===== src/hdl/aes_consts.svh =====
// AES-128 sizing macros, included by the package and by any module that needs them
`ifndef AES_CONSTS_SVH
`define AES_CONSTS_SVH

// cipher rounds for a 128-bit key
`define AES_ROUNDS 10

// state and cipher key width in bits
`define AES_BLOCK_BITS 128

// key schedule word width in bits
`define AES_WORD_BITS 32

`endif


===== src/hdl/aes_pkg.sv =====
// shared AES-128 types and GF(2^8) helper, imported by the design modules
`include "aes_consts.svh"

package aes_pkg;

   // state or key, byte 0 in the top bits, columns as in FIPS-197
   typedef logic [`AES_BLOCK_BITS-1:0] aes_block_t;

   // one key schedule word
   typedef logic [`AES_WORD_BITS-1:0] aes_word_t;

   // round index, 0 to 10
   typedef logic [3:0] aes_round_t;

   // one slot of the round ring
   typedef struct packed {
      logic       busy;
      aes_round_t round;
      aes_block_t data;
   } aes_slot_t;

   // multiply by x in GF(2^8)
   // reduction by the AES polynomial 0x11b
   function automatic logic [7:0] aes_xtime(input logic [7:0] b);
      return {b[6:0], 1'b0} ^ (b[7] ? 8'h1b : 8'h00);
   endfunction

endpackage


===== src/hdl/aes_block_in.sv =====
// four-phase plaintext input port, holds one block until the round ring takes it
`timescale 1ns/1ps

module aes_block_in
(
   input  logic                clk,
   input  logic                n_rst,
   input  logic                i_blk_req,
   input  aes_pkg::aes_block_t i_blk,
   output logic                o_blk_ack,
   output logic                o_valid,
   output aes_pkg::aes_block_t o_block,
   input  logic                i_take
);
   import aes_pkg::*;

   typedef enum logic [1:0] {BI_IDLE, BI_HELD, BI_ACKED, BI_WAIT_LOW} bi_state_t;

   bi_state_t  state;
   aes_block_t blk_q;

   always_ff @(posedge clk or negedge n_rst)
   begin
      if (!n_rst)
      begin
         state <= BI_IDLE;
      end
      else
      begin
         case (state)
            // empty, capture on the first request cycle
            BI_IDLE: if (i_blk_req) state <= BI_HELD;
            // offered to the ring
            BI_HELD: if (i_take) state <= BI_ACKED;
            // ack up until the host drops req
            BI_ACKED: if (!i_blk_req) state <= BI_WAIT_LOW;
            // ack is low again, one settle cycle before empty
            default: state <= BI_IDLE;
         endcase
      end
   end

   // payload only changes on capture
   always_ff @(posedge clk)
   begin
      if (state == BI_IDLE && i_blk_req)
         blk_q <= i_blk;
   end

   assign o_valid = (state == BI_HELD);
   assign o_blk_ack = (state == BI_ACKED);
   assign o_block = blk_q;

   // ring may only take what is offered
   a_take_valid: assert property (@(posedge clk) disable iff (!n_rst)
      i_take |-> o_valid)
      else $error("aes_block_in: take without a held block");

endmodule


===== config.mk =====
export PLATFORM = sky130hd
export DESIGN_NAME = aes_block_in
export DESIGN_NICKNAME = d
export VERILOG_FILES = /design/src/hdl/aes_pkg.sv /design/src/hdl/aes_block_in.sv
export VERILOG_INCLUDE_DIRS = /design/src /design/src/hdl
export SDC_FILE = /design/constraint.sdc
export NUM_CORES = 1
export LEC_CHECK = 0
export BUFFER_PORTS_ARGS = -buffer_cell sky130_fd_sc_hd__buf_2
export CAP_MARGIN = 10
export CORE_ASPECT_RATIO = 1.4
export CORE_MARGIN = 4
export CORE_UTILIZATION = 37
export CTS_CLUSTER_SIZE = 14
export DETAILED_ROUTE_END_ITERATION = 8
export GPL_ROUTABILITY_DRIVEN = 0
export HOLD_SLACK_MARGIN = 0.06
export PLACE_DENSITY = 0.76
export SETUP_SLACK_MARGIN = 0.15
export SYNTH_ARGS = -nofsm -noshare
export SYNTH_HDL_FRONTEND = slang
export SYNTH_SLANG_ARGS = --single-unit

===== constraint.sdc =====
create_clock -name clk -period 2.73 [get_ports clk]
set_input_delay 0.546 -clock clk [delete_from_list [all_inputs] [get_ports clk]]
set_output_delay 0.546 -clock clk [all_outputs]
set_load 0.02 [all_outputs]

==> summary.txt <==
Timing
  • Final hold violations: 0
  • Period utilization: 0.677
  • Skew final: ~0.0047 ns
  • Final max-slew violation count: 0
  • Final setup vio count: 0
  • PnR worst setup slack: 0.882 ns
  • Worst slew pin tran: 0.465 ns
  • Fin Setup TNS: 0 ns
  • RSZ-0062 raised after global routing: no
  • Slew margin rel.: 0.690
  • Fmax: about 0.54 GHz
  • Min Tclk post-route: ~1.8 ns

Power and ir drop
  • P per Cell Area: slightly above 1000 nW/um2
  • Combinational fraction of design power: 0.206
  • Pleak: ~2.6 nW
  • Sequential share of power: 0.451
  • Internal power: 4.40 mW
  • Switching share of power: 0.285
  • Power share of the clock group: 0.343
  • VDD IR max: approximately 540 uV
  • Net Switching: roughly 1.8 mW

Clock tree
  • Clk pin slew, worst setup/hold paths: 0.06 ns
  • CTS tree: built
  • Root buf cell: clkbuf_16
  • H-tree depth: 4
  • Resized Gates After CTS: 0
  • CTS max path bufs: 2
  • Inserted Clock Buffers: 17
  • Worst-Skew Late Latency: about 0.4 ns
  • CTS sink count: 130

Synth
  • EDFF count, synth: approximately 130
  • Area fraction in compound gates after synthesis: 0.00845
  • Mapped cell area: between 4000 and 5000 um2
  • Mux share of post-synthesis cell area: 0.00250
  • Post-Synth Adder-Cell Area: 0.00938
  • Avg Cell Area, Syn: approximately 28 um2
  • Ys flop type: edfxtp_1
  • Post-Syn Instances: around 140
  • Synth top area cells: edfxtp_1 96%, dfrtp_1 1.3%, ha_1 0.94%, mux2i_1 0.25%, a31o_1 0.22%
  • Largest area contributor in the netlist: edfxtp_1
  • Netlist cell types: 13
  • Synth warn: 0
  • Commonest cells post-synth: 128 x edfxtp_1, 3 x ha_1, 2 x dfrtp_1, 2 x inv_1
  • Seq/Total Area, Yosys: 0.973
  • Top-count cell post-synth: edfxtp_1
  • Async SR Flop Fraction: 0.0154
  • Post-synth net total: roughly 280
  • Top cell type's share of synthesized area: 0.961
  • Post-synthesis simple-gate area fraction: 0.00438
  • Xor and xnor area share after synthesis: 0
  • #FFs+latches synth: 130
  • Largest family of logic cells by synthesized area: adder cells

Job
  • Max-capacitance violation count: 0

Global route
  • Pin count of the biggest net entering global routing: 58
  • Number of global-route vias before repair: 2563
  • First-pass GRT wire length: ~13000 um
  • Initial antenna violation count: 0
  • Overflow after GRT: 0
  • Gr usage total: 0.145

Layout
  • N_diodes: 0
  • Nets: 562
  • Post-route cell area: slightly above 6000 um2
  • Share of cells above drive strength 1: 0.666
  • P&R area growth vs syn: 52.5%
  • Fillers: 831

Detailed routing
  • WL/cell: approximately 17 um
  • Total iterations of the first detailed-routing run: 4
  • WL final: between 9000 and 10000 um
  • Detail Route Antenna Nets: 0
  • DRC: 0
  • Detailed Route Iter0 Violations: 59
  • Via count: ~2500
  • DR vias/cell: ~4.3

Setup path
  • Critical Path Source: state[0]$_DFFE_PN0P_
  • R2R Setup Slk: between 0.8 and 0.9 ns
  • Crit-path max FO: 57
  • Number of cells on the worst reg-to-reg path: 4
  • Reg2reg start: state[0]$_DFFE_PN0P_
  • End of the worst register-to-register path: o_block[52]$_DFFE_PP_
  • CP endpoint kind: flip-flop
  • Critical Path Sink: o_block[52]$_DFFE_PP_
  • Worst Path Required: around 2.8 ns
  • CP Class: flip-flop to flip-flop
  • Arr. time, crit path: approximately 1.9 ns
  • CP Launch Type: flip-flop

Floorplan
  • Die width: between 90 and 100 um
  • IO Pins: about 260
  • Total die area: between 10000 and 15000 um2
  • Area of the core: 10500 um2
  • DIE HEIGHT: approximately 130 um
  • Core Rows: 44
  • Initial core utilization: 0.382

Min path
  • Worst Hold Class: input port to flip-flop

Placement
  • Post-DP Area: 5520 um2
  • Final HPWL DP: 7510 um
  • Pre-CTS worst setup slack: roughly 0.85 ns
  • Port Buffers: 261

Outcome
  • Outcome: complete, no violations
[metrics by stage]
stage,total power [mW],hold slack [ns],util,cells
global route,6.44,0.290,0.583,578
floorplan,3.56,0.250,-,144
CTS,6.24,0.296,0.583,578
detailed placement,4.11,0.334,0.528,545
global placement,4.06,0.332,0.528,545
finish,6.15,0.320,0.583,578
[power groups by stage]
| stage | Sequential, mW | Combinational (mW) | Clock [mW] |
|---|---|---|---|
| CTS | 2.78 | 1.29 | 2.17 |
| finish | 2.78 | 1.27 | 2.11 |
| global route | 2.80 | 1.36 | 2.28 |
| detailed placement | 2.82 | 1.28 | 0 |
| global placement | 2.80 | 1.26 | 0 |
| floorplan | 3.28 | 0.280 | 0 |
[how the worst min path moves through the flow]
| stage | start | end | slack, ns | cells past startpoint |
|---|---|---|---|---|
| after CTS | i_blk[12] | o_block[12]$_DFFE_PP_ | 0.30 | 1 |
| final | i_blk[104] | o_block[104]$_DFFE_PP_ | 0.32 | 1 |
| after global routing | i_blk[46] | o_block[46]$_DFFE_PP_ | 0.29 | 1 |
| after global placement | n_rst | state[1]$_DFFE_PN0P_ | 0.33 | 1 |
| after detailed placement | n_rst | state[1]$_DFFE_PN0P_ | 0.33 | 1 |
| after floorplan | n_rst | state[0]$_DFFE_PN0P_ | 0.25 | 0 |
[critical path, cell delays in order (launching register included)]
cell	delay, ns
dfrtp_1	0.38
inv_1	0.10
ha_1	0.21
and2_4	0.46
buf_12	0.35
[state kept, by name, indices dropped and copies added (netlist names)]
register	cells
o_block	128
state	2
[final cells by class]
cell class	count	area [um2]	share of cell area
inverter	2	7.51	0.00123
clock inverter	15	143	0.0234
multi-input combinational	12	100	0.0164
clock buffer	17	425	0.0698
sequential	130	3890	0.638
timing repair buffer	264	1360	0.222
tap	138	173	0.0283
[repair_timing]
item,CTS,global route
buffers inserted,0,0
hold endpoints to repair,2,0
hold buffers,1,0
[routing by layer]
metal,wire [um],GRT usage
met1,3090,0.143
met4,240,0.0712
met5,0,0
met3,962,0.0710
met2,5270,0.251
[cells by family after synthesis]
group / after synthesis
fa+ha+maj: 3
compound gates: 5
mux: 1
simple gates: 3
flops: 130
buf+inv: 2
[cells in the final DEF, fill, tap and decap left out, types with 2 or more instances in the layout]
cell type   count
clkbuf_16      17
clkinv_2        3
clkinvlp_4      4
clkinv_1        3
bufinv_16       2
dfrtp_1         2
clkinv_4        2
ha_1            3
inv_1           2
buf_2         261
buf_12          2
edfxtp_1      128
Power figures use the tool's default switching activity.
