File: src/hdl/aes_consts.svh
// AES-128 sizing macros, included by the package and by any module that needs them
`ifndef AES_CONSTS_SVH
`define AES_CONSTS_SVH

// cipher rounds for a 128-bit key
`define AES_ROUNDS 10

// state and cipher key width in bits
`define AES_BLOCK_BITS 128

// key schedule word width in bits
`define AES_WORD_BITS 32

`endif

File: src/hdl/aes_pkg.sv
// shared AES-128 types and GF(2^8) helper, imported by the design modules
`include "aes_consts.svh"

package aes_pkg;

   // state or key, byte 0 in the top bits, columns as in FIPS-197
   typedef logic [`AES_BLOCK_BITS-1:0] aes_block_t;

   // one key schedule word
   typedef logic [`AES_WORD_BITS-1:0] aes_word_t;

   // round index, 0 to 10
   typedef logic [3:0] aes_round_t;

   // one slot of the round ring
   typedef struct packed {
      logic       busy;
      aes_round_t round;
      aes_block_t data;
   } aes_slot_t;

   // multiply by x in GF(2^8)
   // reduction by the AES polynomial 0x11b
   function automatic logic [7:0] aes_xtime(input logic [7:0] b);
      return {b[6:0], 1'b0} ^ (b[7] ? 8'h1b : 8'h00);
   endfunction

endpackage

File: src/hdl/aes_block_out.sv
// one-block ciphertext buffer with the four-phase output handshake
`timescale 1ns/1ps

module aes_block_out
(
   input  logic                clk,
   input  logic                n_rst,
   input  logic                i_done,
   input  aes_pkg::aes_block_t i_block,
   output logic                o_full,
   output logic                o_ct_req,
   output aes_pkg::aes_block_t o_ct,
   input  logic                i_ct_ack
);
   import aes_pkg::*;

   typedef enum logic [1:0] {OB_EMPTY, OB_LOADED, OB_REQ, OB_ACKED} ob_state_t;

   ob_state_t  state;
   aes_block_t ct_q;

   always_ff @(posedge clk or negedge n_rst)
   begin
      if (!n_rst)
      begin
         state <= OB_EMPTY;
      end
      else
      begin
         case (state)
            // take the finished block from stage c
            OB_EMPTY: if (i_done) state <= OB_LOADED;
            // req goes up a cycle after the write
            OB_LOADED: state <= OB_REQ;
            OB_REQ: if (i_ct_ack) state <= OB_ACKED;
            // consumer still holds ack, buffer not free yet
            default: if (!i_ct_ack) state <= OB_EMPTY;
         endcase
      end
   end

   always_ff @(posedge clk)
   begin
      if (state == OB_EMPTY && i_done)
         ct_q <= i_block;
   end

   assign o_full = (state != OB_EMPTY);
   assign o_ct_req = (state == OB_REQ);
   assign o_ct = ct_q;

   // data must not move under a pending request
   a_ct_stable: assert property (@(posedge clk) disable iff (!n_rst)
      o_ct_req |=> $stable(o_ct))
      else $error("aes_block_out: o_ct changed while o_ct_req high");

endmodule

File: config.mk
export PLATFORM = sky130hd
export DESIGN_NAME = aes_block_out
export DESIGN_NICKNAME = d
export VERILOG_FILES = /design/src/hdl/aes_pkg.sv /design/src/hdl/aes_block_out.sv
export VERILOG_INCLUDE_DIRS = /design/src /design/src/hdl
export SDC_FILE = /design/constraint.sdc
export NUM_CORES = 1
export LEC_CHECK = 0
export BUFFER_PORTS_ARGS = -buffer_cell sky130_fd_sc_hd__buf_4
export CORE_MARGIN = 1
export CORE_UTILIZATION = 40
export DETAILED_ROUTE_END_ITERATION = 10
export PLACE_DENSITY_LB_ADDON = 0.08
export REMOVE_ABC_BUFFERS = 1
export SYNTH_ARGS = -nofsm -noshare
export SYNTH_HDL_FRONTEND = slang
export SYNTH_SLANG_ARGS = --single-unit
File: constraint.sdc
create_clock -name clk -period 15.21 [get_ports clk]
set_input_delay 4.563 -clock clk [delete_from_list [all_inputs] [get_ports clk]]
set_output_delay 4.563 -clock clk [all_outputs]
set_load 0.05 [all_outputs]
==> impl_metrics.yaml, run 1 <==
min_path:
  whs_path_depth: 1
  hold_class: "flop to flop"
yosys:
  syn_avg_cell_area_sq_um: 27.7
  seq_area_frac_synth: 0.963
  synth_cells: 146
  synth_fa_ha_area_frac: 0.0155
  netlist_area_sq_um: 4040
  netlist.area_leader.share: 0.951
  ys_seq_elements: 130
  yosysWarnings: 0
  yosys.area_share.simple: 0.00464
  synth_top_area_cell: "edfxtp_1"
  async_flop_share: 0.0154
  synth_mux_area_frac: 0.00619
  synth_flop_cell: "edfxtp_1"
  yosys.cell_types.count: 10
  synth_compound_area_frac: 0.00557
  synth-edff-count: 128
  ys_top_cells_by_count: "128 x edfxtp_1, 5 x ha_1, 5 x inv_1"
  ys_top_cells_by_area: "edfxtp_1 95%, ha_1 1.5%, dfrtp_1 1.2%, inv_1 0.46%, a221oi_2 0.37%"
  synth.most_common_cell: "edfxtp_1"
  synth_top_family_by_area: "adder cells"
  synth_xor_xnor_area_share: 0
power_and_ir_drop:
  vdd.ir_drop.worst_v: 0.000103
  power_leakage_nw: 2.81
  power_density_nw_per_um2: 184
critical_path:
  critical_path_class: "flop to output pin"
  crit_fanout: 4
  cp_data_required_time_ns: 10.65
  cp.arrival_ns: 1.61
  reg2reg_depth: 6
  end_kind: "output pin"
  critPathLaunchType: "flop"
timing:
  finalSetupViolations: 0
  fin_tns_setup_ns: 0
  slew_headroom: 0.479
  rsz0062_at_grt: "false"
  tightest_slew_ns: 0.781
  slew_viol_final: 0
  hold_violations: 0
  fin_crit_sh: 0.406
  skew_ns: 0.00701
  fmax_mhz: 162
  fin_crit_ns: 6.17
  worst_hold_slack_ns: 0.626
  fin_ws_ns: 9.04
die:
  dieArea_sq_um: 10500
  die_h_um: 103
  ios: 262
  placement_rows: 36
  die_w_um: 103
  coreArea_sq_um: 9770
  start_util: 0.413
drt:
  drt-total-wl_um: 9120
  drc: 0
  vias_per_cell: 4.35
  initialDrtViolationCount: 53
  first_pass_iters: 4
  num_vias: 2495
  antenna_left: 0
  wl_per_cell_um: 15.9
clocking:
  post_cts_resized: 0
  post-cts-setup-buffers: 0
  numCtsBuffers: 17
  clkLatencyLatePin_ns: 0.50
  clock_path_buffers: 2
  cts.sinks: 130
  postCtsHoldBufs: 0
  cts_root_buf: "clkbuf_8"
  cts_tree: "done"
  h-tree-depth: 4
  clk_pin_slew_ns: 0.05
global_route:
  grt_max_degree: 66
  grt.total_usage: 0.169
  grt_pass1_vias: 2385
  antenna_found_initial: 0
  gr-total-overflow: 0
  grt_pass1_wl_um: 12300
placed_design:
  place_congestion: 0.772
  numPortBuffers: 261
  hpwlAfterDp_um: 6890
  dp_slack_ns: 8.60
final_layout:
  fillers: 659
  drive_gt1_frac: 0.664
  multi_input_area_sq_um: 136
  final_util: 0.689
  fin_nets: 565
  seq_area_sq_um: 3890
  antenna_cells: 0
  area_growth_pct: 66.6
status:
  status: "complete, no violations"
flow_run:
  cap_viol_max_count: 0
state kept, by name, summed over array words and instances, names as in the netlist:
signal  count
o_ct      128
state       2
cell usage in the layout (no fill, tap or decap):
master and instances:
dfrtp_1 2, o21bai_1 1, clkbuf_8 1, bufinv_16 2, clkinv_1 3, inv_1 5, mux2i_1 1, clkinvlp_4 4
clkbuf_1 3, edfxtp_1 128, nor4b_2 1, nor2_4 1, a221oi_2 1, mux2_4 1, clkinv_2 3, ha_1 5
buf_4 263, clkbuf_16 16
layout make-up:
class,count,share of cell area
Timing Repair Buffer,263,0.293
Sequential cell,130,0.578
Inverter,5,0.00279
Clock buffer,20,0.0632
Multi-Input combinational cell,11,0.0203
Tap cell,133,0.0247
Clock inverter,12,0.0173
worst paths after layout:
check | startpoint | to | slack, ns
max | state[0] | o_full | 9.04
min | state[1] | state[1] | 0.63
max reg2reg | state[0] | o_ct[15] | 12.39
min reg2reg | state[1] | state[1] | 0.63
max in group asynchronous | n_rst | state[0] | 11.28
min in group asynchronous | n_rst | state[1] | 3.84
critical path: stages, from the launching register on:
cell and delay [ns]:
dfrtp_1 0.40, inv_1 0.13, ha_1 0.27, inv_1 0.11, buf_4 0.20
layer usage:
| metal | up-vias | global-route usage | routed length (um) |
|---|---|---|---|
| li1 | 1151 | - | - |
| met4 | 0 | 0.0890 | 173 |
| met5 | - | 0 | 0 |
| met3 | 13 | 0.0969 | 1220 |
| met1 | 1167 | 0.161 | 2950 |
| met2 | 164 | 0.287 | 4770 |
cells by family (layout without fill, tap and decap cells):
logic type               count (synthesis)  count (layout)
multiplexers                             2               2
AND/OR/NAND/NOR                          2               2
AO/OA/AOI/OAI                            2               2
buffers and inverters                    5             300
adder cells (fa/ha/maj)                  5               5
flip-flops                             130             130
stage by stage:
stage / cells / cell area (sq um) / power [mW]
global route: 574 / 6730 / 1.29
global placement: 542 / 6190 / 0.883
CTS: 574 / 6730 / 1.25
floorplan: 146 / 4040 / 0.769
detailed placement: 542 / 6190 / 0.888
finish: 574 / 6730 / 1.24
report_power, final:
part	leakage [nW]	internal [mW]	switching, mW
Sequential	1.20	0.476	0.0180
Combinational	1.35	0.107	0.276
Clock	0.253	0.230	0.135
No activity file was read; power rests on OpenSTA's default activity.
==> inputs of run 2 (changes only) <==
Settings changed: CORE_UTILIZATION 40 to 38.
Clock period 15.21 ns to 5.3 ns, I/O delays scaled along.
==> run 2 against run 1 <==
Effect of this change:
- clock-buffer cell count decreased by 3
- sequential share of layout area is 1.3 points lower
- global-route usage rose by 0.25 points
- wire length up 3.3%
- flip-flop and latch count unchanged
- clock skew increased by 0.00051 ns
- die area is 5.2% higher
- design area up 2.2%
- clock power grew to 3.6 times the previous value
- critical path type unchanged
==> impl_metrics.yaml, run 2 (synthesized netlist as in run 1, its figures left out) <==
status:
  status: "complete, no violations"
global_route:
  grt_pass1_vias: 2428
  antenna_found_initial: 0
  grt_pass1_wl_um: 13400
  grt.total_usage: 0.171
  grt_max_degree: 74
  gr-total-overflow: 0
drt:
  num_vias: 2459
  drc: 0
  antenna_left: 0
  wl_per_cell_um: 16.3
  initialDrtViolationCount: 77
  drt-total-wl_um: 9420
  vias_per_cell: 4.26
  first_pass_iters: 4
power_and_ir_drop:
  sw_frac_of_total: 0.327
  vdd.ir_drop.worst_v: 0.000359
  combinationalPowerShare: 0.288
  clkPwrFrac: 0.342
  power_density_nw_per_um2: 557
  power_leakage_nw: 2.89
  p_int_mw: 2.58
  p_total_mw: 3.83
  seq_power_share: 0.369
  p_sw_mw: 1.25
placed_design:
  hpwlAfterDp_um: 7130
  postPlaceCellArea_sq_um: 6210
  place_inst: 545
  place_congestion: 0.742
  numPortBuffers: 261
  dp_slack_ns: 2.11
final_layout:
  most-common-layout-cells: "262 x buf_4, 128 x edfxtp_1, 16 x clkbuf_16"
  final_area_sq_um: 6880
  drive_gt1_frac: 0.676
  largest_reg_flops: 128
  layout_commonest_cell: "buf_4"
  fin_nets: 565
  area_growth_pct: 70.3
  antenna_cells: 0
  final_util: 0.667
  stdcell_count: 577
timing:
  fin_crit_sh: 0.609
  worst_hold_slack_ns: 0.618
  slew_viol_final: 0
  fmax_mhz: 310
  slew_headroom: 0.497
  hold_violations: 0
  fin_ws_ns: 2.07
  tightest_slew_ns: 0.753
  rsz0062_at_grt: "false"
  fin_crit_ns: 3.23
  skew_ns: 0.00752
  finalSetupViolations: 0
  fin_tns_setup_ns: 0
clocking:
  post_cts_resized: 0
  h-tree-depth: 4
  cts_root_buf: "clkbuf_8"
  clkLatencyLatePin_ns: 0.51
  postCtsHoldBufs: 0
  numCtsBuffers: 17
  cts_tree: "done"
  clk_pin_slew_ns: 0.06
  clock_path_buffers: 2
  cts.sinks: 130
  post-cts-setup-buffers: 0
critical_path:
  critPathLaunchType: "flop"
  cp.arrival_ns: 1.64
  r2r_setup_slack_ns: 2.91
  cp_data_required_time_ns: 3.71
  critical_path_class: "flop to output pin"
  r2r_end: "o_ct[67]"
  crit_fanout: 4
  reg2reg_depth: 5
  end_kind: "output pin"
  timing.rr.start: "state[0]"
die:
  ios: 262
  placement_rows: 37
  start_util: 0.391
  die_w_um: 105
  dieArea_sq_um: 11100
  die_h_um: 105
  coreArea_sq_um: 10300
min_path:
  hold_path_startpoint: "state[1]"
  min_to: "state[1]"
  whs_path_depth: 1
  hold_class: "flop to flop"
flow_run:
  cap_viol_max_count: 0
==> run 2: power by group through the flow <==
stage / clock network [mW] / registers (mW) / logic (mW)
global route: 1.38 / 1.43 / 1.14
floorplan: 0 / 2.03 / 0.177
detailed placement: 0 / 1.44 / 1.11
CTS: 1.34 / 1.42 / 1.12
global placement: 0 / 1.43 / 1.11
finish: 1.31 / 1.41 / 1.11
==> run 2: worst max path at each step <==
stage | from | end | slack [ns]
5_1_grt | state[0] | o_full | 1.94
3_5_place_dp | i_done | o_ct[38] | 2.11
6_report | state[0] | o_full | 2.07
4_1_cts | state[0] | o_full | 2.02
3_3_place_gp | i_done | o_ct[111] | 2.14
2_1_floorplan | i_done | o_ct[0] | -2.32
==> run 2: critical path, stage by stage, from the launching register on <==
cell and delay [ns]:
dfrtp_1 0.39, inv_1 0.14, ha_1 0.28, inv_1 0.12
buf_4 0.20
==> run 2: cell type report <==
cell class                 count  area (sq um)
sequential                   130          3890
tap                          136           170
inverter                       5          18.8
timing repair buffer         263          1990
fill                         737          3440
multi-input combinational     11           136
clock buffer                  17           414
clock inverter                15           263
==> run 2: metal layers <==
layer  wire length (um)  part of all wire  vias up  global-route usage
met4                138             0.015        0              0.0805
met5                  0                 0        -                   0
met2               5080              0.54      154               0.299
li1                   -                 -     1151                   -
met3                969              0.10       14              0.0761
met1               3240              0.34     1140               0.174
